[config.mk]
export PLATFORM = sky130hd
export DESIGN_NAME = decoder
export DESIGN_NICKNAME = d
export VERILOG_FILES = /design/src/cpu_pkg.sv /design/src/decoder.sv
export SDC_FILE = /design/constraint.sdc
export NUM_CORES = 1
export LEC_CHECK = 0
export CAP_MARGIN = 20
export CORE_AREA = 2 2 39 41
export DETAILED_ROUTE_END_ITERATION = 10
export DIE_AREA = 0 0 41 43
export DONT_BUFFER_PORTS = 1
export GPL_ROUTABILITY_DRIVEN = 1
export PLACE_DENSITY = 0.39
export SYNTH_ARGS = -nofsm -noshare
export SYNTH_HDL_FRONTEND = slang
export SYNTH_SLANG_ARGS = --single-unit
[constraint.sdc]
create_clock -name vclk -period 2.8
set_input_delay 0.7 -clock vclk [all_inputs]
set_output_delay 0.7 -clock vclk [all_outputs]
set_load 0.02 [all_outputs]
[src/cpu_pkg.sv]
package cpu_pkg;

    // datapath widths
    localparam int XLEN     = 64;
    localparam int ILEN     = 32;
    localparam int NUM_REGS = 32;
    localparam int REG_AW   = 5;

    typedef logic [XLEN-1:0]   word_t;
    typedef logic [ILEN-1:0]   instr_t;
    typedef logic [REG_AW-1:0] reg_idx_t;

    // X31 is hardwired to zero
    localparam reg_idx_t ZERO_REG = 5'd31;

    // fetch advances one 32-bit word per cycle
    localparam word_t INSTR_BYTES = 64'd4;

    // opcode patterns, matched against the top bits of the instruction
    localparam logic [9:0]  OP_ADDI = 10'b1001000100;
    localparam logic [10:0] OP_ADDS = 11'b10101011000;
    localparam logic [10:0] OP_SUBS = 11'b11101011000;
    localparam logic [10:0] OP_AND  = 11'b10001010000;
    localparam logic [10:0] OP_EOR  = 11'b11001010000;
    localparam logic [10:0] OP_LSR  = 11'b11010011010;
    localparam logic [10:0] OP_LDUR = 11'b11111000010;
    localparam logic [10:0] OP_STUR = 11'b11111000000;
    localparam logic [5:0]  OP_B    = 6'b000101;
    localparam logic [7:0]  OP_CBZ  = 8'b10110100;
    localparam logic [7:0]  OP_BLT  = 8'b01010100;

    // ALU operations
    typedef enum logic [2:0] {
        ALU_LSR = 3'b001,
        ALU_ADD = 3'b010,
        ALU_SUB = 3'b011,
        ALU_AND = 3'b100,
        ALU_EOR = 3'b110
    } alu_op_e;

    // immediate formats for the ALU B input
    localparam logic [1:0] IMM_ADDI = 2'd0;
    localparam logic [1:0] IMM_LDST = 2'd1;
    localparam logic [1:0] IMM_LSR  = 2'd2;

endpackage

[src/decoder.sv]
`timescale 1ns/100ps

module decoder (
    input  cpu_pkg::instr_t  instr,
    output logic             reg2loc,
    output logic             alu_src,
    output logic             mem_to_reg,
    output logic             reg_write,
    output logic             mem_write,
    output logic             uncond_br,
    output logic             cbz_br,
    output logic             blt_br,
    output logic             set_flags,
    output cpu_pkg::alu_op_e alu_op,
    output logic [1:0]       imm_kind
);
    import cpu_pkg::*;

    logic [10:0] op11;

    assign op11 = instr[31:21];

    // one priority chain drives every control, unmatched words fall through as a no-op
    always_comb begin
        reg2loc    = 1'b0;
        alu_src    = 1'b0;
        mem_to_reg = 1'b0;
        reg_write  = 1'b0;
        mem_write  = 1'b0;
        uncond_br  = 1'b0;
        cbz_br     = 1'b0;
        blt_br     = 1'b0;
        set_flags  = 1'b0;
        alu_op     = ALU_ADD;
        imm_kind   = IMM_ADDI;

        if (instr[31:22] == OP_ADDI) begin
            alu_src   = 1'b1;
            reg_write = 1'b1;
        end else if (op11 == OP_ADDS) begin
            reg2loc   = 1'b1;
            reg_write = 1'b1;
            set_flags = 1'b1;
        end else if (op11 == OP_AND) begin
            reg2loc   = 1'b1;
            reg_write = 1'b1;
            alu_op    = ALU_AND;
        end else if (op11 == OP_SUBS) begin
            reg2loc   = 1'b1;
            reg_write = 1'b1;
            set_flags = 1'b1;
            alu_op    = ALU_SUB;
        end else if (op11 == OP_LDUR) begin
            alu_src    = 1'b1;
            mem_to_reg = 1'b1;
            reg_write  = 1'b1;
            imm_kind   = IMM_LDST;
        end else if (op11 == OP_STUR) begin
            // Rt goes out as store data through the second read port
            alu_src   = 1'b1;
            mem_write = 1'b1;
            imm_kind  = IMM_LDST;
        end else if (instr[31:26] == OP_B) begin
            uncond_br = 1'b1;
        end else if (instr[31:24] == OP_CBZ) begin
            cbz_br = 1'b1;
        end else if (op11 == OP_LSR) begin
            alu_src   = 1'b1;
            reg_write = 1'b1;
            alu_op    = ALU_LSR;
            imm_kind  = IMM_LSR;
        end else if (op11 == OP_EOR) begin
            reg2loc   = 1'b1;
            reg_write = 1'b1;
            alu_op    = ALU_EOR;
        end else if (instr[31:24] == OP_BLT) begin
            blt_br = 1'b1;
        end
    end

endmodule

After elaboration in Yosys (flattened, before gate mapping)
Cells that the tools add are included.
- multiplexer cells: 88
- div/mod/pow operators: 0
- shift-type cells: 0
- order comparisons: 0
- eq/ne operators: 11
- add/sub/neg operators: 0
- reductions and logical operators: 0
- bitwise operators: 0
- multiply operators: 0
- operators by type and width (cell ; number):
    11-bit equality test, second input constant ; 7
    1-bit two-way mux ; 69
    3-bit two-way mux ; 10
    2-bit two-way mux ; 9
    10-bit equality test, second input constant ; 1
    8-bit by 7-bit equality test with 1-bit output, second input constant ; 1
    8-bit equality test, second input constant ; 1
    6-bit by 3-bit equality test with 1-bit output, second input constant ; 1
- latch bits: 0
- memories: 0
- RAM bits: 0
- register bits after elaboration: 0
- output and inout bits: 14
- logic and storage cells: 99
- ROM bits: 0

Longest topological paths before layout
- word-level depth: 12
- mapped depth: 3
- mapped depth without buffers: 3

Worst setup path before layout
No wires, ideal clock.
- kind: input to output
- from: input instr[27]
- to: output cbz_br
- slack: 0.533 ns
- data required time: 2.100 ns
- buffers on the path: 0
- stages on the path: 2
- data arrival time: 1.567 ns
- path through: nand3b_1 nor4_1
- word-level cells in the longest chain between the ends: 9
- elaborated cells on any way between the ends: 16
- classes of those cells: 8 x eq/ne; 8 x mux
- ends and longest elaborated chain (element ; RTL line ; text):
    from (decl) ; decoder.sv:4 ; input cpu_pkg::instr_t instr,
    8-bit equality test ; decoder.sv:65 ; end else if (instr[31:24] == OP_CBZ) begin
    1-bit two-way mux ; decoder.sv:65 ;
    1-bit two-way mux ; decoder.sv:63 ; end else if (instr[31:26] == OP_B) begin
    1-bit two-way mux ; decoder.sv:58 ; end else if (op11 == OP_STUR) begin
    1-bit two-way mux ; decoder.sv:53 ; end else if (op11 == OP_LDUR) begin
    1-bit two-way mux ; decoder.sv:48 ; end else if (op11 == OP_SUBS) begin
    1-bit two-way mux ; decoder.sv:44 ; end else if (op11 == OP_AND) begin
    1-bit two-way mux ; decoder.sv:40 ; end else if (op11 == OP_ADDS) begin
    1-bit two-way mux * ; decoder.sv:37 ; if (instr[31:22] == OP_ADDI) begin
    to (decl) ; decoder.sv:11 ; output logic cbz_br,
Every way passes the cells marked *; elsewhere a longest branch is shown, timed or not.

Final worst setup path
- from: input instr[23]
- to: output alu_op[0]
- word-level cells in the longest chain between the ends: 10
- elaborated cells on any way between the ends: 16
- classes of those cells: 7 x eq/ne; 9 x mux
- ends and longest elaborated chain (element ; RTL line ; text):
    11-bit equality test ; decoder.sv:67 ; end else if (op11 == OP_LSR) begin
    3-bit two-way mux ; decoder.sv:67 ;
    3-bit two-way mux ; decoder.sv:65 ;
    3-bit two-way mux ; decoder.sv:63 ;
    3-bit two-way mux ; decoder.sv:58 ;
    3-bit two-way mux ; decoder.sv:53 ;
    3-bit two-way mux ; decoder.sv:48 ;
    3-bit two-way mux ; decoder.sv:44 ;
    3-bit two-way mux ; decoder.sv:40 ;
    3-bit two-way mux * ; decoder.sv:37 ;
    to (decl) ; decoder.sv:14 ; output cpu_pkg::alu_op_e alu_op,
Marked as above.

==> run metrics <==
status=finished, final reports clean; clk_buf instances=0; # diodes=0; NetSw=approximately 0.0000062 W; Post-CTS Setup Bufs=0; Die Ht=43 um; P&R area growth vs syn=14.00%; Initial Util=18.08%; largest net degree at the start of global routing=7; critical path required time=between 2 and 2.5 ns; drt via density=between 5 and 6; worst-margin pin slew=approximately 0.55 ns; first drt pass iteration count=3; maximum vdd drop=roughly 0.014 mV; Hold Crit Class=in2out; full die area=about 1800 um2; Netlist Area Pre-Place=250.2 um2; Clock power frac=0%; Slew Limit Headroom=a little over three fifths; CP Class=in2out; vias in the first global route=between 200 and 250; LEAKAGE=between 0.1 and 0.15 nW; Wirelength per Cell=between 10 and 15 um; number of synthesis warnings=0; Seq. cell area=0 um2; PortBufs=0; Cell Rows=14; Syn Area/Cell=~7.4 um2; CP Launch Type=input port; Syn Nets=66; worst path arrival time=1.56 ns; post-layout min period=roughly 2.3 ns; Fin. Hold Viols=0; Overflow after GRT=0; Flop pwr share=0%; period utilisation layout=80.81%; first-pass GRT wire length=between 1000 and 1500 um; maxcap violations=0; Final Power=~0.000013 W; die width=a little over 40 um; setup TNS=0 ns; P_int=around 0.0000073 W; core area=between 1000 and 1500 um2; ANT nets after route=0; initial antenna violation count=0; share of cells above drive strength 1=~20%; P per Cell Area=around 47 nW/um2; FF+latch count=0; IO Pins=46; Overall Global Routing Usage=under 10%; worst-path fanout max=6; final wirelength=between 700 and 800 um; post-synthesis sequential area ratio=0%; number of distinct library cells after synthesis=20; final setup fails=0; Fmax=around 0.44 GHz; max-slew violation count=0; post-cts resize count=0; share of power burned in combinational logic=100.0%; drt drc=0; GPL Wtd Cong=around 0.65; Nets=70; RSZ-0062 raised after global routing=false; hold buffers post-CTS=0; Sw Share=a little under half; via count=261; Iteration-0 DRC Markers=1; CP Capture Type=primary output; Gate Count Post-Synth=34
power groups by stage:
stage                     clock network, W  registers, W  logic [W]
after global routing                     0             0  0.0000148
after CTS                                0             0  0.0000136
after detailed placement                 0             0  0.0000135
after floorplan                          0             0  0.0000120
final                                    0             0  0.0000135
after global placement                   0             0  0.0000136
placed cells by master, fill, tap and decap left out, types with 2 or more instances in the layout:
| cell | synthesis | final |
|---|---|---|
| nor2_1 | 5 | 5 |
| inv_1 | 4 | 4 |
| and4bb_1 | 3 | 3 |
| nand3_1 | 3 | 3 |
| nand2_1 | 2 | 2 |
| o211ai_1 | 2 | 2 |
| nor4_1 | 2 | 2 |
| buf_4 | 0 | 2 |
per-layer routing:
layer	up-vias	track usage, %	part of all wire [%]
li1	136	-	-
met1	112	10.44	47
met2	13	12.50	45
met3	0	1.571	8.1
met4	0	0	0
met5	-	0	0
stage by stage:
stage / worst slack, ns / util, % / hold WS, ns / cell area, um2 / instances
2_1_floorplan: 0.5331 / - / 1.453 / 250.2 / 34
3_3_place_gp: 0.5305 / 20.61 / 1.456 / 285.3 / 52
3_5_place_dp: 0.5264 / 20.61 / 1.456 / 285.3 / 52
4_1_cts: 0.5261 / 20.61 / 1.456 / 285.3 / 52
5_1_grt: 0.4700 / 20.61 / 1.458 / 285.3 / 52
6_report: 0.5374 / 20.61 / 1.456 / 285.3 / 52
area by class of cell:
type                       count  area (um2)
inverter                       4       15.01
multi-input combinational     30       235.2
timing repair buffer           2       15.01
fill                         161        1099
tap                           16       20.02
kinds of logic after synthesis:
family	share of synthesized area [%]
compound gates	14.50
simple gates	79.50
buf+inv	5.998
Yosys cell counts:
cell | n | area share, %
nor3_1 | 1 | 2.0
or2_1 | 1 | 2.5
nand3b_1 | 1 | 3.0
nand2_1 | 2 | 3.0
o211ai_1 | 2 | 6.0
nand4_1 | 1 | 2.5
o31ai_2 | 1 | 5.0
nand3_1 | 3 | 6.0
inv_1 | 4 | 6.0
nor3b_2 | 1 | 5.0
and4bb_1 | 3 | 15
and3b_1 | 1 | 3.5
and4b_1 | 1 | 4.0
nor4_1 | 2 | 5.0
nor4b_4 | 1 | 9.5
nor4b_2 | 1 | 6.0
o31a_1 | 1 | 3.5
nand2_2 | 1 | 2.5
nor2_1 | 5 | 7.5
and2_1 | 1 | 2.5
final timing paths:
kind / startpoint / endpoint / slack [ns] / cells past startpoint
worst max-delay path: instr[23] / alu_op[0] / 0.54 / 3
worst min-delay path: instr[25] / blt_br / 1.46 / 1
critical path: stages:
cell,delay [ns]
nor4b_4,0.26
nand2_2,0.14
o31ai_2,0.46
No activity file was read; power rests on OpenSTA's default activity.
