`src/cpu_pkg.sv`:
```
package cpu_pkg;

    // datapath widths
    localparam int XLEN     = 64;
    localparam int ILEN     = 32;
    localparam int NUM_REGS = 32;
    localparam int REG_AW   = 5;

    typedef logic [XLEN-1:0]   word_t;
    typedef logic [ILEN-1:0]   instr_t;
    typedef logic [REG_AW-1:0] reg_idx_t;

    // X31 is hardwired to zero
    localparam reg_idx_t ZERO_REG = 5'd31;

    // fetch advances one 32-bit word per cycle
    localparam word_t INSTR_BYTES = 64'd4;

    // opcode patterns, matched against the top bits of the instruction
    localparam logic [9:0]  OP_ADDI = 10'b1001000100;
    localparam logic [10:0] OP_ADDS = 11'b10101011000;
    localparam logic [10:0] OP_SUBS = 11'b11101011000;
    localparam logic [10:0] OP_AND  = 11'b10001010000;
    localparam logic [10:0] OP_EOR  = 11'b11001010000;
    localparam logic [10:0] OP_LSR  = 11'b11010011010;
    localparam logic [10:0] OP_LDUR = 11'b11111000010;
    localparam logic [10:0] OP_STUR = 11'b11111000000;
    localparam logic [5:0]  OP_B    = 6'b000101;
    localparam logic [7:0]  OP_CBZ  = 8'b10110100;
    localparam logic [7:0]  OP_BLT  = 8'b01010100;

    // ALU operations
    typedef enum logic [2:0] {
        ALU_LSR = 3'b001,
        ALU_ADD = 3'b010,
        ALU_SUB = 3'b011,
        ALU_AND = 3'b100,
        ALU_EOR = 3'b110
    } alu_op_e;

    // immediate formats for the ALU B input
    localparam logic [1:0] IMM_ADDI = 2'd0;
    localparam logic [1:0] IMM_LDST = 2'd1;
    localparam logic [1:0] IMM_LSR  = 2'd2;

endpackage

```
`src/pc_branch.sv`:
```
`timescale 1ns/100ps

module pc_branch (
    input  logic            clk,
    input  logic            rst_n,
    input  cpu_pkg::instr_t instr,
    input  logic            uncond_br,
    input  logic            cbz_br,
    input  logic            blt_br,
    input  logic            set_flags,
    input  logic            alu_neg,
    input  logic            alu_ovf,
    input  cpu_pkg::word_t  rt_val,
    output cpu_pkg::word_t  pc
);
    import cpu_pkg::*;

    logic  flag_n;
    logic  flag_v;
    word_t br_offset;
    word_t br_target;
    word_t pc_next;
    logic  take_br;

    // B uses imm26, CBZ and B.LT share imm19, both word offsets
    always_comb begin
        if (uncond_br) begin
            br_offset = {{(XLEN-28){instr[25]}}, instr[25:0], 2'b00};
        end else begin
            br_offset = {{(XLEN-21){instr[23]}}, instr[23:5], 2'b00};
        end
    end

    assign br_target = pc + br_offset;

    // B.LT reads the flags left by the last ADDS or SUBS
    assign take_br = uncond_br
                   | (cbz_br & (rt_val == '0))
                   | (blt_br & (flag_n != flag_v));

    assign pc_next = take_br ? br_target : pc + INSTR_BYTES;

    always_ff @(posedge clk or negedge rst_n) begin
        if (!rst_n) begin
            pc     <= '0;
            flag_n <= 1'b0;
            flag_v <= 1'b0;
        end else begin
            pc <= pc_next;
            if (set_flags) begin
                flag_n <= alu_neg;
                flag_v <= alu_ovf;
            end
        end
    end

endmodule

```
`config.mk`:
```
export PLATFORM = sky130hd
export DESIGN_NAME = pc_branch
export DESIGN_NICKNAME = d
export VERILOG_FILES = /design/src/cpu_pkg.sv /design/src/pc_branch.sv
export SDC_FILE = /design/constraint.sdc
export NUM_CORES = 1
export LEC_CHECK = 0
export BUFFER_PORTS_ARGS = -buffer_cell sky130_fd_sc_hd__buf_2
export CORE_ASPECT_RATIO = 0.8
export CORE_MARGIN = 2
export CORE_UTILIZATION = 45
export DETAILED_ROUTE_END_ITERATION = 7
export PLACE_DENSITY = 0.71
export SKIP_LAST_GASP = 1
export SYNTH_ARGS = -nofsm -noshare
export SYNTH_HDL_FRONTEND = slang
export SYNTH_SLANG_ARGS = --single-unit
```
`constraint.sdc`:
```
create_clock -name clk -period 6.3 [get_ports clk]
set_input_delay 0.945 -clock clk [delete_from_list [all_inputs] [get_ports clk]]
set_output_delay 0.945 -clock clk [all_outputs]
set_load 0.02 [all_outputs]
```
After elaboration in Yosys (flattened, before gate mapping). Index checks and enable logic that the tools add are counted.

Reductions and logical operators: 1. Muxes and demuxes: 2. $add $sub $neg: 2. Bitwise logic cells: 4. Eq/ne operators: 1.

Operators by type and width (number): 64-bit two-way mux (2); 64-bit by 3-bit adder with 64-bit output, second input constant (1); 64-bit adder (1); 64-bit zero test (1); 1-bit AND (2); 1-bit OR (2); 1-bit inequality test (1).

Output and inout bits: 64. Input port bits: 104. Flip-flop bits (word level): 66. Logic and storage cells: 13.

Logic depth before layout (Yosys ltp).
Depth in word-level cells: 5. Mapped depth: 19. Depth with buffers taken out: 18.

Worst setup path after synthesis. OpenSTA, ideal clock, no wires.

Path kind: input -> register. Start: in rt_val[20]. End: reg pc[57]. Library setup time: 0.080 ns. Slack: 0.144 ns. Stages: 18. Data arrival time: 6.076 ns. Path through: nor4_1 nand4_1 or4_1 o21ai_1 inv_1 nor2_1 ha_1 clkbuf_1 a21oi_1 o21ai_0 nor4b_1 a311oi_1 o311ai_1 a21oi_2 a211oi_2 o21ai_2 a21oi_1 xnor2_1.

Word-level cells in the longest chain between the ends: 5.

RTL lines: start, declared (RTL line pc_branch.sv:13) `input cpu_pkg::word_t rt_val,`; 64-bit zero test (RTL line pc_branch.sv:38) `| (cbz_br & (rt_val == '0))`; 1-bit AND (RTL line pc_branch.sv:38); 1-bit OR (RTL line pc_branch.sv:38); 1-bit OR (RTL line pc_branch.sv:39) `| (blt_br & (flag_n != flag_v));`; 64-bit two-way mux (RTL line pc_branch.sv:41) `assign pc_next = take_br ? br_target : pc + INSTR_BYTES;`; net pc_next[57] (RTL line pc_branch.sv:22) `word_t pc_next;`; end signal, assigned (RTL line pc_branch.sv:49) `pc <= pc_next;`; end, declared (RTL line pc_branch.sv:14) `output cpu_pkg::word_t pc`.

The timed path passes the listed nets, and every way through them passes these cells. A chain may end at the register's enable or synchronous reset.

Worst setup path after layout.
Start: in rt_val[15]. End: reg pc[62].

Same word-level chain as after synthesis.

==> impl_results.md <==
* CTS Sinks at 64
* Final critical-path share of the clock period at 0.916
* Nets@finish at 1009
* Hold path cells at 1
* Post-CTS setup buffers at 0
* Share of the synthesized area in the top cell type at 0.283
* Iter 0 DRT Violations at 440
* Count leader, synth: nand2_1
* Met2 wire length at around 7200 microns
* Worst-margin pin slew at around 0.85 ns
* Outcome: completed
* Antenna violations before repair at 0
* RR Endpoint: pc[62]$_DFF_PN0_
* Synth Area in Compound Gates at 0.253
* Hold path endpoint: pc[2]$_DFF_PN0_
* Routed vias at 5619
* Number of global-route vias before repair at 5302
* Initial Util at 0.463
* Synthesis-stage register bit count at 64
* Reg2Reg Launch Point: flag_v$_DFFE_PN0P_
* Drt wl/cell at 15.6 microns
* First-pass GRT wire length at between 20000 and 30000 microns
* CTS root buf: clkbuf_16
* CP max stage delay at between 0.5 and 0.6 ns
* Tmin final at slightly below 6 ns
* Area grow syn2layout at 22.6%
* Die Ht at around 100 microns
* Gates resized, CTS repair at 0
* Post-synthesis simple-gate area fraction at 0.186
* Adder-Cell Fraction of Synth Area at 0.139
* Core footprint at roughly 0.012 sq mm
* M1 WL at around 7500 microns
* Crit path cell chain: buf_2 -> nor4_1 -> nand4_1 -> or4_1 -> o21ai_1 -> nand2_1 -> fa_1 -> nand2b_1 -> a21oi_1 -> o2111ai_1 -> a2111oi_2 -> a21oi_1 -> o31ai_2 -> a31oi_1 -> a21oi_1 -> mux2i_1 -> o211ai_1
* Cells after DPL at about 1000
* Avg Inst Size Synth at 8.19 sq um
* DRT Wirelength at 15800 microns
* Post-synth top cells: 90 x nand2_1, 79 x a21oi_1, 64 x dfrtp_1
* Clk_lat worst skew at about 0.34 ns
* ANT cells at 0
* Post-Syn Instances at 690
* Clock-pin slew on the worst setup and hold paths at 0.06 ns
* Synth cell types at between 60 and 70
* CTS H-tree depth at 3
* Max Slew Vio Count at 0
* Port Buffers at 159
* Final setup fails at 0
* Design area at between 0.006 and 0.007 sq mm
* Hold Vio Cnt, Final at 0
* Layout Cells excl Fill at roughly 1000
* FFs w/ async S/R, synth at 1.00
* Most used DFF post-synth: dfrtp_1
* Ys Warns at 0
* Largest net degree at the start of global routing at 65
* TritonRoute pass-1 iters at 7
* Num rows at 36
* R2r setup slk at about 1.6 ns
* Drt drc at 0
* Antenna viol nets, final at 0
* RSZ-0062 raised after global routing: false
* Cell taking the most area after synthesis: dfrtp_1
* Buf/Inv on CP at 1
* Max layer used: met4
* Post-synth EDFFs at 0
* Cell Pwr Density at about 560 mW/mm^2
* Largest family of logic cells by synthesized area: compound AO/OA/AOI/OAI gates
* Number of max-cap violations at 0
* Startpoint types: primary input
* IO Count at approximately 170
* Netlist Area Pre-Place at approximately 0.0057 sq mm
* Final global-route overflow total at 0
* Dpl hpwl at about 13000 microns
* Die width at about 130 microns
* Critical-path maximum fanout at 5
* Hold crit path type: register to register
* Final Skew at 0.00827 ns
* Post-DP Area at 0.00662 sq mm
* Gr usage total at 0.240
* CP arrival at approximately 6 ns
* Slew margin rel. at 0.432
* Critical path's slowest cell: a2111oi_2
* Cts hold-fix bufs at 0
* CTS tree: built
* CTS Buf Count at 9
* DR WL met3 at about 950 microns
* CP Class: primary input to register
* R2R depth at 17
* Max Freq at 0.173 GHz
* Largest cells by area after synthesis: dfrtp_1 28%, ha_1 14%, a21oi_1 7.0%
* Share of layout cells above drive strength 1 at 0.227
* Endpoint type of the worst setup path: register
* Fin Setup TNS at 0 ns
* Post-synthesis mux area share at 0.0184
* Most frequent CP cell: a21oi_1
* Top delay family on crit path: compound AO/OA/AOI/OAI gates
* Via density at between 5 and 6
* Die area at around 0.013 sq mm
* Hold wc startpoint: pc[2]$_DFF_PN0_
* Post-synthesis xor/xnor area fraction at 0.0899
* Min Hold Slack at between 0.5 and 0.6 ns
* Max VDD drop at between 0.0002 and 0.00025 V
* Max clock buf depth at 2
* CP required at ~6.5 ns
* GP Congestion at ~0.94
* Sequential share of the synthesized area at 0.283
* Leakage at ~3.4 nW
## how the worst max path moves through the flow
stage / depth (start not counted) / slack, ns / startpoint / endpoint
after detailed placement: 17 / 0.23 / rt_val[15] / pc[62]$_DFF_PN0_
after CTS: 17 / 0.57 / rt_val[15] / pc[62]$_DFF_PN0_
after global placement: 17 / 0.26 / rt_val[15] / pc[62]$_DFF_PN0_
final: 17 / 0.53 / rt_val[15] / pc[62]$_DFF_PN0_
after floorplan: 18 / 0.14 / rt_val[20] / pc[57]$_DFF_PN0_
after global routing: 17 / 0.06 / rt_val[15] / pc[62]$_DFF_PN0_
## power breakdown
group | internal, mW | total, mW | switching [mW]
combinational | 0.990 | 2.60 | 1.61
sequential | 0.648 | 0.772 | 0.124
clock | 0.343 | 0.538 | 0.195
## state kept, by name (all words and copies together) (netlist names)
signal	flops
flag_n	1
flag_v	1
pc	62
## area by class of cell
type                       instances  area [sq um]
clock inverter                     6          85.1
fill                            1174          5280
tap                              171           214
inverter                          19          71.3
multi-input combinational        585          3880
clock buffer                       9           225
sequential                        64          1600
timing repair buffer             164           846
## metrics by stage
stage | utilization | setup WS [ns] | power (mW)
floorplan | - | 0.144 | 2.68
global placement | 0.542 | 0.260 | 3.32
detailed placement | 0.542 | 0.231 | 3.33
CTS | 0.568 | 0.572 | 3.90
global route | 0.568 | 0.0610 | 4.23
finish | 0.568 | 0.531 | 3.91
## layout by cell type (no fill, tap or decap), drive strengths merged, types with 3 or more instances in the layout
cell type,Yosys,routed
o31ai,3,3
nand2,90,90
a41oi,3,3
nor2,45,45
xnor2,34,34
o2111ai,3,3
o21bai,10,10
or4,4,4
nor2b,7,7
ha,61,61
buf,7,164
inv,19,19
clkbuf,16,9
a31oi,5,5
dfrtp,64,64
mux2,3,3
o21ai,60,60
a311oi,4,4
nand3,14,14
nor4,14,14
nor3,13,13
nand2b,8,8
nand4,16,16
mux2i,7,7
and2,6,6
a21oi,80,80
xor2,24,24
a211oi,6,6
o211ai,6,6
o21a,3,3
a21o,30,30
## metal layers
layer,track usage,vias up
li1,-,2837
met1,0.341,2564
met2,0.379,195
met3,0.0463,23
met4,0.0481,0
met5,0,-
## cells by family (layout without fill, tap and decap cells)
group / after synthesis / count (layout)
other: 1 / 2
flip-flops: 64 / 64
multiplexers: 10 / 10
AND/OR/NAND/NOR: 224 / 224
adder cells (fa/ha/maj): 62 / 62
buffers and inverters: 42 / 198
AO/OA/AOI/OAI: 229 / 229
XOR/XNOR: 58 / 58
Power figures use the tool's default switching activity.
