--- src/cpu_pkg.sv ---
package cpu_pkg;

    // datapath widths
    localparam int XLEN     = 64;
    localparam int ILEN     = 32;
    localparam int NUM_REGS = 32;
    localparam int REG_AW   = 5;

    typedef logic [XLEN-1:0]   word_t;
    typedef logic [ILEN-1:0]   instr_t;
    typedef logic [REG_AW-1:0] reg_idx_t;

    // X31 is hardwired to zero
    localparam reg_idx_t ZERO_REG = 5'd31;

    // fetch advances one 32-bit word per cycle
    localparam word_t INSTR_BYTES = 64'd4;

    // opcode patterns, matched against the top bits of the instruction
    localparam logic [9:0]  OP_ADDI = 10'b1001000100;
    localparam logic [10:0] OP_ADDS = 11'b10101011000;
    localparam logic [10:0] OP_SUBS = 11'b11101011000;
    localparam logic [10:0] OP_AND  = 11'b10001010000;
    localparam logic [10:0] OP_EOR  = 11'b11001010000;
    localparam logic [10:0] OP_LSR  = 11'b11010011010;
    localparam logic [10:0] OP_LDUR = 11'b11111000010;
    localparam logic [10:0] OP_STUR = 11'b11111000000;
    localparam logic [5:0]  OP_B    = 6'b000101;
    localparam logic [7:0]  OP_CBZ  = 8'b10110100;
    localparam logic [7:0]  OP_BLT  = 8'b01010100;

    // ALU operations
    typedef enum logic [2:0] {
        ALU_LSR = 3'b001,
        ALU_ADD = 3'b010,
        ALU_SUB = 3'b011,
        ALU_AND = 3'b100,
        ALU_EOR = 3'b110
    } alu_op_e;

    // immediate formats for the ALU B input
    localparam logic [1:0] IMM_ADDI = 2'd0;
    localparam logic [1:0] IMM_LDST = 2'd1;
    localparam logic [1:0] IMM_LSR  = 2'd2;

endpackage

--- src/imm_gen.sv ---
`timescale 1ns/100ps

module imm_gen (
    input  cpu_pkg::instr_t instr,
    input  logic [1:0]      imm_kind,
    output cpu_pkg::word_t  imm
);
    import cpu_pkg::*;

    logic [11:0] imm12;
    logic [8:0]  imm9;
    logic [5:0]  shamt;

    assign imm12 = instr[21:10];
    assign imm9  = instr[20:12];
    assign shamt = instr[15:10];

    always_comb begin
        case (imm_kind)
            // load/store offset is signed
            IMM_LDST: imm = {{(XLEN-9){imm9[8]}}, imm9};
            IMM_LSR:  imm = {{(XLEN-6){1'b0}}, shamt};
            default:  imm = {{(XLEN-12){1'b0}}, imm12};
        endcase
    end

endmodule

--- config.mk ---
export PLATFORM = sky130hd
export DESIGN_NAME = imm_gen
export DESIGN_NICKNAME = d
export VERILOG_FILES = /design/src/cpu_pkg.sv /design/src/imm_gen.sv
export SDC_FILE = /design/constraint.sdc
export NUM_CORES = 1
export LEC_CHECK = 0
export BUFFER_PORTS_ARGS = -buffer_cell sky130_fd_sc_hd__buf_2
export CORE_AREA = 5 5 59 45
export DETAILED_ROUTE_END_ITERATION = 12
export DIE_AREA = 0 0 64 50
export PLACE_DENSITY_LB_ADDON = 0.1
export SYNTH_ARGS = -nofsm -noshare
export SYNTH_HDL_FRONTEND = slang
export SYNTH_SLANG_ARGS = --single-unit
--- constraint.sdc ---
create_clock -name vclk -period 3.63
set_input_delay 0.726 -clock vclk [all_inputs]
set_output_delay 0.726 -clock vclk [all_outputs]
set_load 0.02 [all_outputs]
# After elaboration in Yosys (flattened, before gate mapping)
# Cells that the tools add are included.
[op_classes] add_sub_neg=0 multipliers=0 div=0 n_lt_le_gt_ge=0 eq_ne=2 shift=0 n_mux=1 bitwise_logic=0 n_reduce_logical=0
[ops] operator="$pmux 64 s2" count=1
[ops] operator="$eq 2x1->1 const B" count=1
[ops] operator="$eq 2x2->1 const B" count=1
[word_totals] reg_bits=0 latchBits=0 mem_bits_rw=0 romBits=0 inputBits=34 out_inout_bits=64 wordCells=3 memories=0

# Longest topological paths before layout
# Gate-level depths: netlist (run 1).
[logic_depth] ltp_word=2 mapped_depth=7 ltp_nobuf=4

# Least setup slack after synthesis (run 1)
# No wires, ideal clock.
[synth_path] path_type="input -> output" startpoint="input port imm_kind[0]" endpoint="output port imm[13]" arrival_time_ns=2.849 t_required_ns=2.904 setup_slack_ns=0.055 path_stages=7 n_path_buf=3 path_cell_list="inv_1 ha_1 buf_6 nor2b_1 buf_4 and2_1 buf_4"
[synth_via] elab_chain_cells=2 elab_cells_between_ends=3 cone_classes="eq/ne: 2; mux: 1"
[synth_lines] element="from (decl)" line_no="imm_gen.sv:5" rtl="input logic [1:0] imm_kind,"
[synth_lines] element="$eq 2x2->1 or $eq 2x1->1 (tied branches)" line_no="imm_gen.sv:19" rtl="case (imm_kind)"
[synth_lines] element="$pmux 64 s2 *" line_no="imm_gen.sv:19"
[synth_lines] element="to (decl)" line_no="imm_gen.sv:6" rtl="output cpu_pkg::word_t imm"
# Every way passes the cells marked *; elsewhere a longest branch is shown, timed or not.

# Worst setup path in the final report (run 1)
# Same ends and word-level chain as after synthesis.

==> impl_metrics.yaml, run 1 <==
flow_run:
  max_cap_viol_count: 0
setup_path:
  path_class: "input pin to primary output"
  worst_ep_required_time_ns: 2.90
  slowest_stage: "ha_1"
  end_kind: "primary output"
  crit_family: "buffers and inverters"
  crit_buf_inv: 5
  crit_chain: "buf_2 -> inv_1 -> ha_1 -> nor2b_1 -> buf_4 -> and2_1 -> buf_4 -> buf_2"
  path_max_fanout: 52
  arrival_ns: 2.24
  crit_path_max_incr_delay_ns: 0.40
  worstSetupStartpointType: "input pin"
yosys:
  ys_types: 12
  syn-num-nets: 111
  syn_area_sq_um: 566
  synthCells: 75
  synth_area_per_cell_sq_um: 7.54
  ys_warn_count: 0
  synth-seq-area-share_pct: 0
place:
  port_buffers: 78
  placed_cell_area_sq_um: 594
  gp_congestion: 0.630
  dp_slack_ns: 0.633
drt:
  wl_per_cell_um: 9.72
  drtPass1Iterations: 3
  wirelength_mm: 1.22
  postRouteAntennaNets: 0
  drc: 0
  vias: 459
  drtIter0Drc: 5
  vias_per_cell: 3.67
sta:
  fin_crit_ns: 2.97
  tns_ns: 0
  slew_viol_final: 0
  fmax_mhz: 337
  period_share_pct: 81.8
  rsz0062_at_grt: "false"
  max-slew-margin-rel_pct: 78.7
  fin_hold_ws_ns: 1.78
  worstMarginPinSlew_ns: 0.319
  final_hold_viol_count: 0
  finalSetupViolCount: 0
  timing.final.ws_setup_ns: 0.659
grt:
  grt_pass1_vias: 303
  grt_overflow: 0
  track_usage_pct: 5.39
  grt_antenna_before_repair: 0
  grt_pass1_wl_mm: 1.51
  grt_max_degree: 53
clocking:
  post_cts_buffers: 0
  cts_hold_buf: 0
  ctsResizeCount: 0
die:
  dieArea_sq_um: 3200
  start_util_pct: 27.6
  dieWidth_um: 64
  core_sq_um: 2050
  io_pins: 98
  row_count: 14
  die_h_um: 50
final_layout:
  design.seq.count: 0
  diodes: 0
  seq_area_sq_um: 0
  final_cell_mix: "buf_2 (78), a22o_1 (10)"
  layout_commonest_cell: "buf_2"
  nClkBuffers: 0
  design_area_sq_um: 594
  area_growth_syn_to_layout_pct: 5.09
  drive_gt1_share_pct: 79.2
  final_nets: 139
min_path:
  worstHoldPathType: "input pin to primary output"
power_and_ir_drop:
  p_per_area_nw_per_um2: 181
  peakVddDrop_mv: 0.0651
  p_leak_uw: 0.000482
run_status:
  outcome: "finished, final reports clean"
-- synthesized netlist by cell type --
library cell / number / share of area [%]
buf_4: 52 / 69
nand2_1: 2 / 1.3
ha_1: 2 / 4.4
buf_2: 1 / 0.88
o21a_1: 1 / 1.3
inv_1: 2 / 1.3
o21ai_0: 1 / 0.88
or2_0: 1 / 1.1
buf_6: 1 / 2.0
nor2b_1: 1 / 1.1
a22o_1: 10 / 15
and2_1: 1 / 1.1
-- logic make-up (layout without fill, tap and decap cells) --
| logic type | count (synthesis) | count (layout) | synth area share (%) |
|---|---|---|---|
| AO/OA/AOI/OAI | 12 | 12 | 17.7 |
| buffers and inverters | 56 | 82 | 73.2 |
| adder cells (fa/ha/maj) | 2 | 2 | 4.42 |
| AND/OR/NAND/NOR | 5 | 5 | 4.65 |
-- metrics by stage --
| stage | total power (uW) | cells | util (%) |
|---|---|---|---|
| detailed placement | 109 | 125 | 29.0 |
| CTS | 109 | 125 | 29.0 |
| global placement | 110 | 125 | 29.0 |
| finish | 108 | 125 | 29.0 |
| global route | 115 | 125 | 29.0 |
| floorplan | 96.3 | 75 | - |
-- worst min-delay path: cells and delay by family --
| kind | cells | cell delay (ns) |
|---|---|---|
| buffers and inverters | 2 | 0.23 |
| AOI/OAI and AO/OA | 1 | 0.10 |
-- metal layers --
metal | vias to the layer above | global-route usage [%] | part of all wire [%]
li1 | 245 | - | -
met1 | 184 | 6.78 | 38
met2 | 30 | 10.4 | 49
met3 | 0 | 0.455 | 13
met4 | 0 | 0 | 0
met5 | - | 0 | 0
-- final timing paths --
path	start	endpoint	slack, ns	cells after the start
max	imm_kind[0]	imm[13]	0.66	8
min	instr[10]	imm[0]	1.78	3
-- final cells by class --
type / count / area [sq um]
tap: 24 / 30.0
fill: 217 / 1460
multi-input combinational: 19 / 151
inverter: 2 / 7.51
timing repair buffer: 80 / 405
-- report_power, final --
part / internal [uW] / total [uW] / switching, uW
registers: 0 / 0 / 0
logic: 38.4 / 108 / 69.1
clock network: 0 / 0 / 0
total: 38.4 / 108 / 69.1
(Power assumes the default switching activity.)
==> inputs of run 2 (changes only) <==
- CORE_AREA: 5 5 59 45 -> 5 5 62 48
- DIE_AREA: 0 0 64 50 -> 0 0 67 53
- clock period: 3.63 -> 2.5 ns (I/O delays scaled with it)
==> run 2 against run 1 <==
Non-clock buffer count decreased by 1. Global-route usage increased by 0.47 points. Core utilization decreased by 2.9 points. Highest routed layer unchanged. Via count increased by 4.8%. Critical path type unchanged. Sequential share of layout area unchanged. Design area increased by 1.3%. Power increased by 45%. Largest power group unchanged. Combinational power increased by 44%. Wire length increased by 6.2%.
==> impl_metrics.yaml, run 2 (same netlist as run 1, synthesis figures left out) <==
run_status:
  outcome: "finished, final reports clean"
grt:
  grt_pass1_wl_mm: 1.70
  grt_pass1_vias: 374
  grt_max_degree: 53
  grt_util_met1_pct: 7.88
  grt_overflow: 0
  grt_antenna_before_repair: 0
  track_usage_pct: 5.86
  grtUsageMet2_pct: 10.9
  top_usage_layer: "met2"
  use_met3_pct: 0.212
final_layout:
  nClkBuffers: 0
  drive_gt1_share_pct: 80.0
  seq_area_sq_um: 0
  final_core_util_pct: 26.1
  design_area_sq_um: 602
  diodes: 0
  final.fill_count: 259
  area_growth_syn_to_layout_pct: 6.42
  final_nets: 138
  layout_commonest_cell: "buf_2"
  multi_input_area_sq_um: 154
  final_cell_mix: "buf_2 (78), a22o_1 (10), inv_1 (2), nand2_1 (2), ha_1 (2)"
  design.seq.count: 0
setup_path:
  crit_chain: "buf_2 -> inv_1 -> ha_1 -> nor2b_1 -> and2_4 -> buf_2"
  critPathMostFrequentCell: "buf_2"
  end_kind: "primary output"
  path_max_fanout: 52
  crit_path_max_incr_delay_ns: 0.39
  arrival_ns: 1.81
  slowest_stage: "ha_1"
  worst_ep_required_time_ns: 2.00
  worstSetupStartpointType: "input pin"
  path_class: "input pin to primary output"
  crit_family: "simple AND/OR/NAND/NOR gates"
  crit_buf_inv: 3
power_and_ir_drop:
  power_frac_clock_pct: 0
  internal_power_uw: 55.7
  switching_share_pct: 64.3
  peakVddDrop_mv: 0.0790
  switching_power_uw: 100
  seqPwrFrac_pct: 0
  combPwrFrac_pct: 100.0
  p_per_area_nw_per_um2: 259
  p_leak_uw: 0.000479
sta:
  finalSetupViolCount: 0
  fmax_mhz: 432
  max-slew-margin-rel_pct: 78.0
  slew_viol_final: 0
  final_hold_viol_count: 0
  tns_ns: 0
  rsz0062_at_grt: "false"
  period_share_pct: 92.6
  timing.final.ws_setup_ns: 0.186
  fin_crit_ns: 2.31
  worstMarginPinSlew_ns: 0.329
drt:
  drc: 0
  drtPass1Iterations: 4
  vias: 481
  vias_per_cell: 3.59
  drtIter0Drc: 14
  postRouteAntennaNets: 0
  wl_per_cell_um: 9.63
  wirelength_mm: 1.29
die:
  die_h_um: 53
  row_count: 15
  dieWidth_um: 67
  io_pins: 98
  dieArea_sq_um: 3550
  core_sq_um: 2310
  start_util_pct: 24.5
clocking:
  ctsResizeCount: 0
  cts_hold_buf: 0
  post_cts_buffers: 0
place:
  placed_cell_area_sq_um: 602
  port_buffers: 78
  gp_congestion: 0.591
  dp_slack_ns: 0.168
  dp_hpwl_mm: 1.14
min_path:
  worstHoldPathType: "input pin to primary output"
flow_run:
  max_cap_viol_count: 0
## run 2: area by class of cell
cell class	count	share of cell area (%)
repair buffers	79	66.1
multi-input cells	19	25.6
well taps	34	7.07
inverters	2	1.25
## run 2: layer usage
metal | up-vias | wire, um
li1 | 245 | -
met2 | 36 | 647
met5 | - | 0
met4 | 0 | 0
met1 | 200 | 461
met3 | 0 | 181
## run 2: final timing paths
| path | cells past startpoint | from | endpoint | slack, ns |
|---|---|---|---|---|
| setup / recovery | 6 | imm_kind[0] | imm[55] | 0.19 |
| hold / removal | 3 | instr[10] | imm[0] | 1.34 |
## run 2: power by group through the flow
stage | clock network, uW | logic [uW] | registers [uW]
finish | 0 | 156 | 0
global route | 0 | 169 | 0
CTS | 0 | 159 | 0
detailed placement | 0 | 158 | 0
global placement | 0 | 160 | 0
floorplan | 0 | 139 | 0
## run 2: stage by stage
stage          hold slack (ns)  total power (uW)  cells
2_1_floorplan             1.15               139     75
3_3_place_gp              1.33               160    134
3_5_place_dp              1.34               158    134
4_1_cts                   1.34               159    134
5_1_grt                   1.37               169    134
6_report                  1.34               156    134
## run 2: worst min-delay path, cell delays in order
cell and delay, ns:
buf_2 0.08, a22o_1 0.11, buf_2 0.15
==> inputs of run 3 (changes only) <==
- CAP_MARGIN: unset -> 20
- PLACE_DENSITY: unset -> 0.78
- PLACE_DENSITY_LB_ADDON: 0.1 -> unset
==> run 3 against run 2 <==
Cell count grew 0.75%. First-iteration DRC count is 86% lower. Critical path depth stayed put. Die area is the same. Wire length down 3.5%. Core utilization increased by 0.33 points. Setup slack better by 0.087 ns. Worst hold slack improved by 0.0028 ns. Sequential share of layout area unchanged. Clock-buffer cell count stayed put. Highest routed layer unchanged.
==> impl_metrics.yaml, run 3 (same netlist as run 1, synthesis figures left out) <==
setup_path:
  worst_ep_required_time_ns: 2.00
  crit_buf_inv: 3
  arrival_ns: 1.73
  crit_chain: "buf_2 -> inv_1 -> ha_1 -> nor2b_1 -> and2_4 -> buf_2"
  critPathMostFrequentCell: "buf_2"
  slowest_stage: "and2_4"
  path_class: "input pin to primary output"
  crit_path_max_incr_delay_ns: 0.38
  path_max_fanout: 52
  crit_family: "simple AND/OR/NAND/NOR gates"
  end_kind: "primary output"
  path_depth: 6
  worstSetupStartpointType: "input pin"
power_and_ir_drop:
  internal_power_uw: 57.3
  power_frac_clock_pct: 0
  switching_power_uw: 101
  p_per_area_nw_per_um2: 260
  peakVddDrop_mv: 0.0954
  seqPwrFrac_pct: 0
  switching_share_pct: 63.8
  combPwrFrac_pct: 100.0
  p_leak_uw: 0.000483
clocking:
  post_cts_buffers: 0
  cts_hold_buf: 0
  ctsResizeCount: 0
final_layout:
  design_area_sq_um: 609
  final_nets: 139
  seq_area_sq_um: 0
  design.seq.count: 0
  final_cell_mix: "buf_2 (78), a22o_1 (10)"
  drive_gt1_share_pct: 80.2
  nClkBuffers: 0
  area_growth_syn_to_layout_pct: 7.74
  layout_commonest_cell: "buf_2"
  diodes: 0
  final_cells: 135
  final.fill_count: 259
grt:
  grt_overflow: 0
  grt_antenna_before_repair: 0
  grt_pass1_wl_mm: 1.67
  grt_max_degree: 53
  top_usage_layer: "met2"
  grt_util_met1_pct: 5.75
  grt_pass1_vias: 381
  track_usage_pct: 5.63
  grtUsageMet2_pct: 11.7
  use_met3_pct: 1.70
sta:
  finalSetupViolCount: 0
  tns_ns: 0
  max-slew-margin-rel_pct: 77.8
  slew_viol_final: 0
  final_hold_viol_count: 0
  fin_crit_ns: 2.23
  timing.final.ws_setup_ns: 0.273
  fmax_mhz: 449
  period_share_pct: 89.1
  worstMarginPinSlew_ns: 0.333
  rsz0062_at_grt: "false"
place:
  dp_hpwl_mm: 1.10
  placed_cell_area_sq_um: 609
  dp_slack_ns: 0.255
  gp_congestion: 0.625
  port_buffers: 78
  placedCellCount: 135
drt:
  postRouteAntennaNets: 0
  wirelength_mm: 1.25
  drtIter0Drc: 2
  drtPass1Iterations: 3
  vias: 481
  drc: 0
  vias_per_cell: 3.56
  wl_per_cell_um: 9.22
die:
  row_count: 15
  die_h_um: 53
  dieArea_sq_um: 3550
  io_pins: 98
  dieWidth_um: 67
  start_util_pct: 24.5
  core_sq_um: 2310
min_path:
  worstHoldPathType: "input pin to primary output"
  whs_path_depth: 4
flow_run:
  max_cap_viol_count: 0
run_status:
  outcome: "finished, final reports clean"
==> run 3: cell count changes in the layout (fill, tap and decap cells not counted) <==
cell | previous run | this run
buf_4 | 1 | 2
==> run 3: cell type report <==
class                           count  area (sq um)  area share (%)
Multi-Input combinational cell     19           154            25.3
Inverter                            2          7.51            1.23
Tap cell                           34          42.5            6.98
Timing Repair Buffer               80           405            66.5
==> run 3: power by group through the flow <==
stage | Sequential [uW] | Clock [uW] | Combinational, uW
floorplan | 0 | 0 | 139
global placement | 0 | 0 | 159
detailed placement | 0 | 0 | 161
CTS | 0 | 0 | 161
global route | 0 | 0 | 172
finish | 0 | 0 | 158
==> run 3: final timing paths <==
| check | slack [ns] | start | to |
|---|---|---|---|
| setup / recovery | 0.27 | imm_kind[0] | imm[38] |
| hold / removal | 1.34 | instr[17] | imm[7] |
==> run 3: worst min-delay path: stages <==
cell and delay [ns]:
buf_2 0.09, nand2_1 0.04, o21ai_0 0.05, buf_2 0.16
==> run 3: routing by layer <==
metal  vias to the layer above  routed length [um]
li1                        245                   -
met1                       194                 407
met2                        42                 601
met3                         0                 235
met4                         0                   0
met5                         -                   0
==> run 3: per-stage QoR <==
stage	total power, uW	util, %	hold WS, ns
floorplan	139	-	1.15
global placement	159	26.4	1.33
detailed placement	161	26.4	1.34
CTS	161	26.4	1.34
global route	172	26.4	1.36
finish	158	26.4	1.34
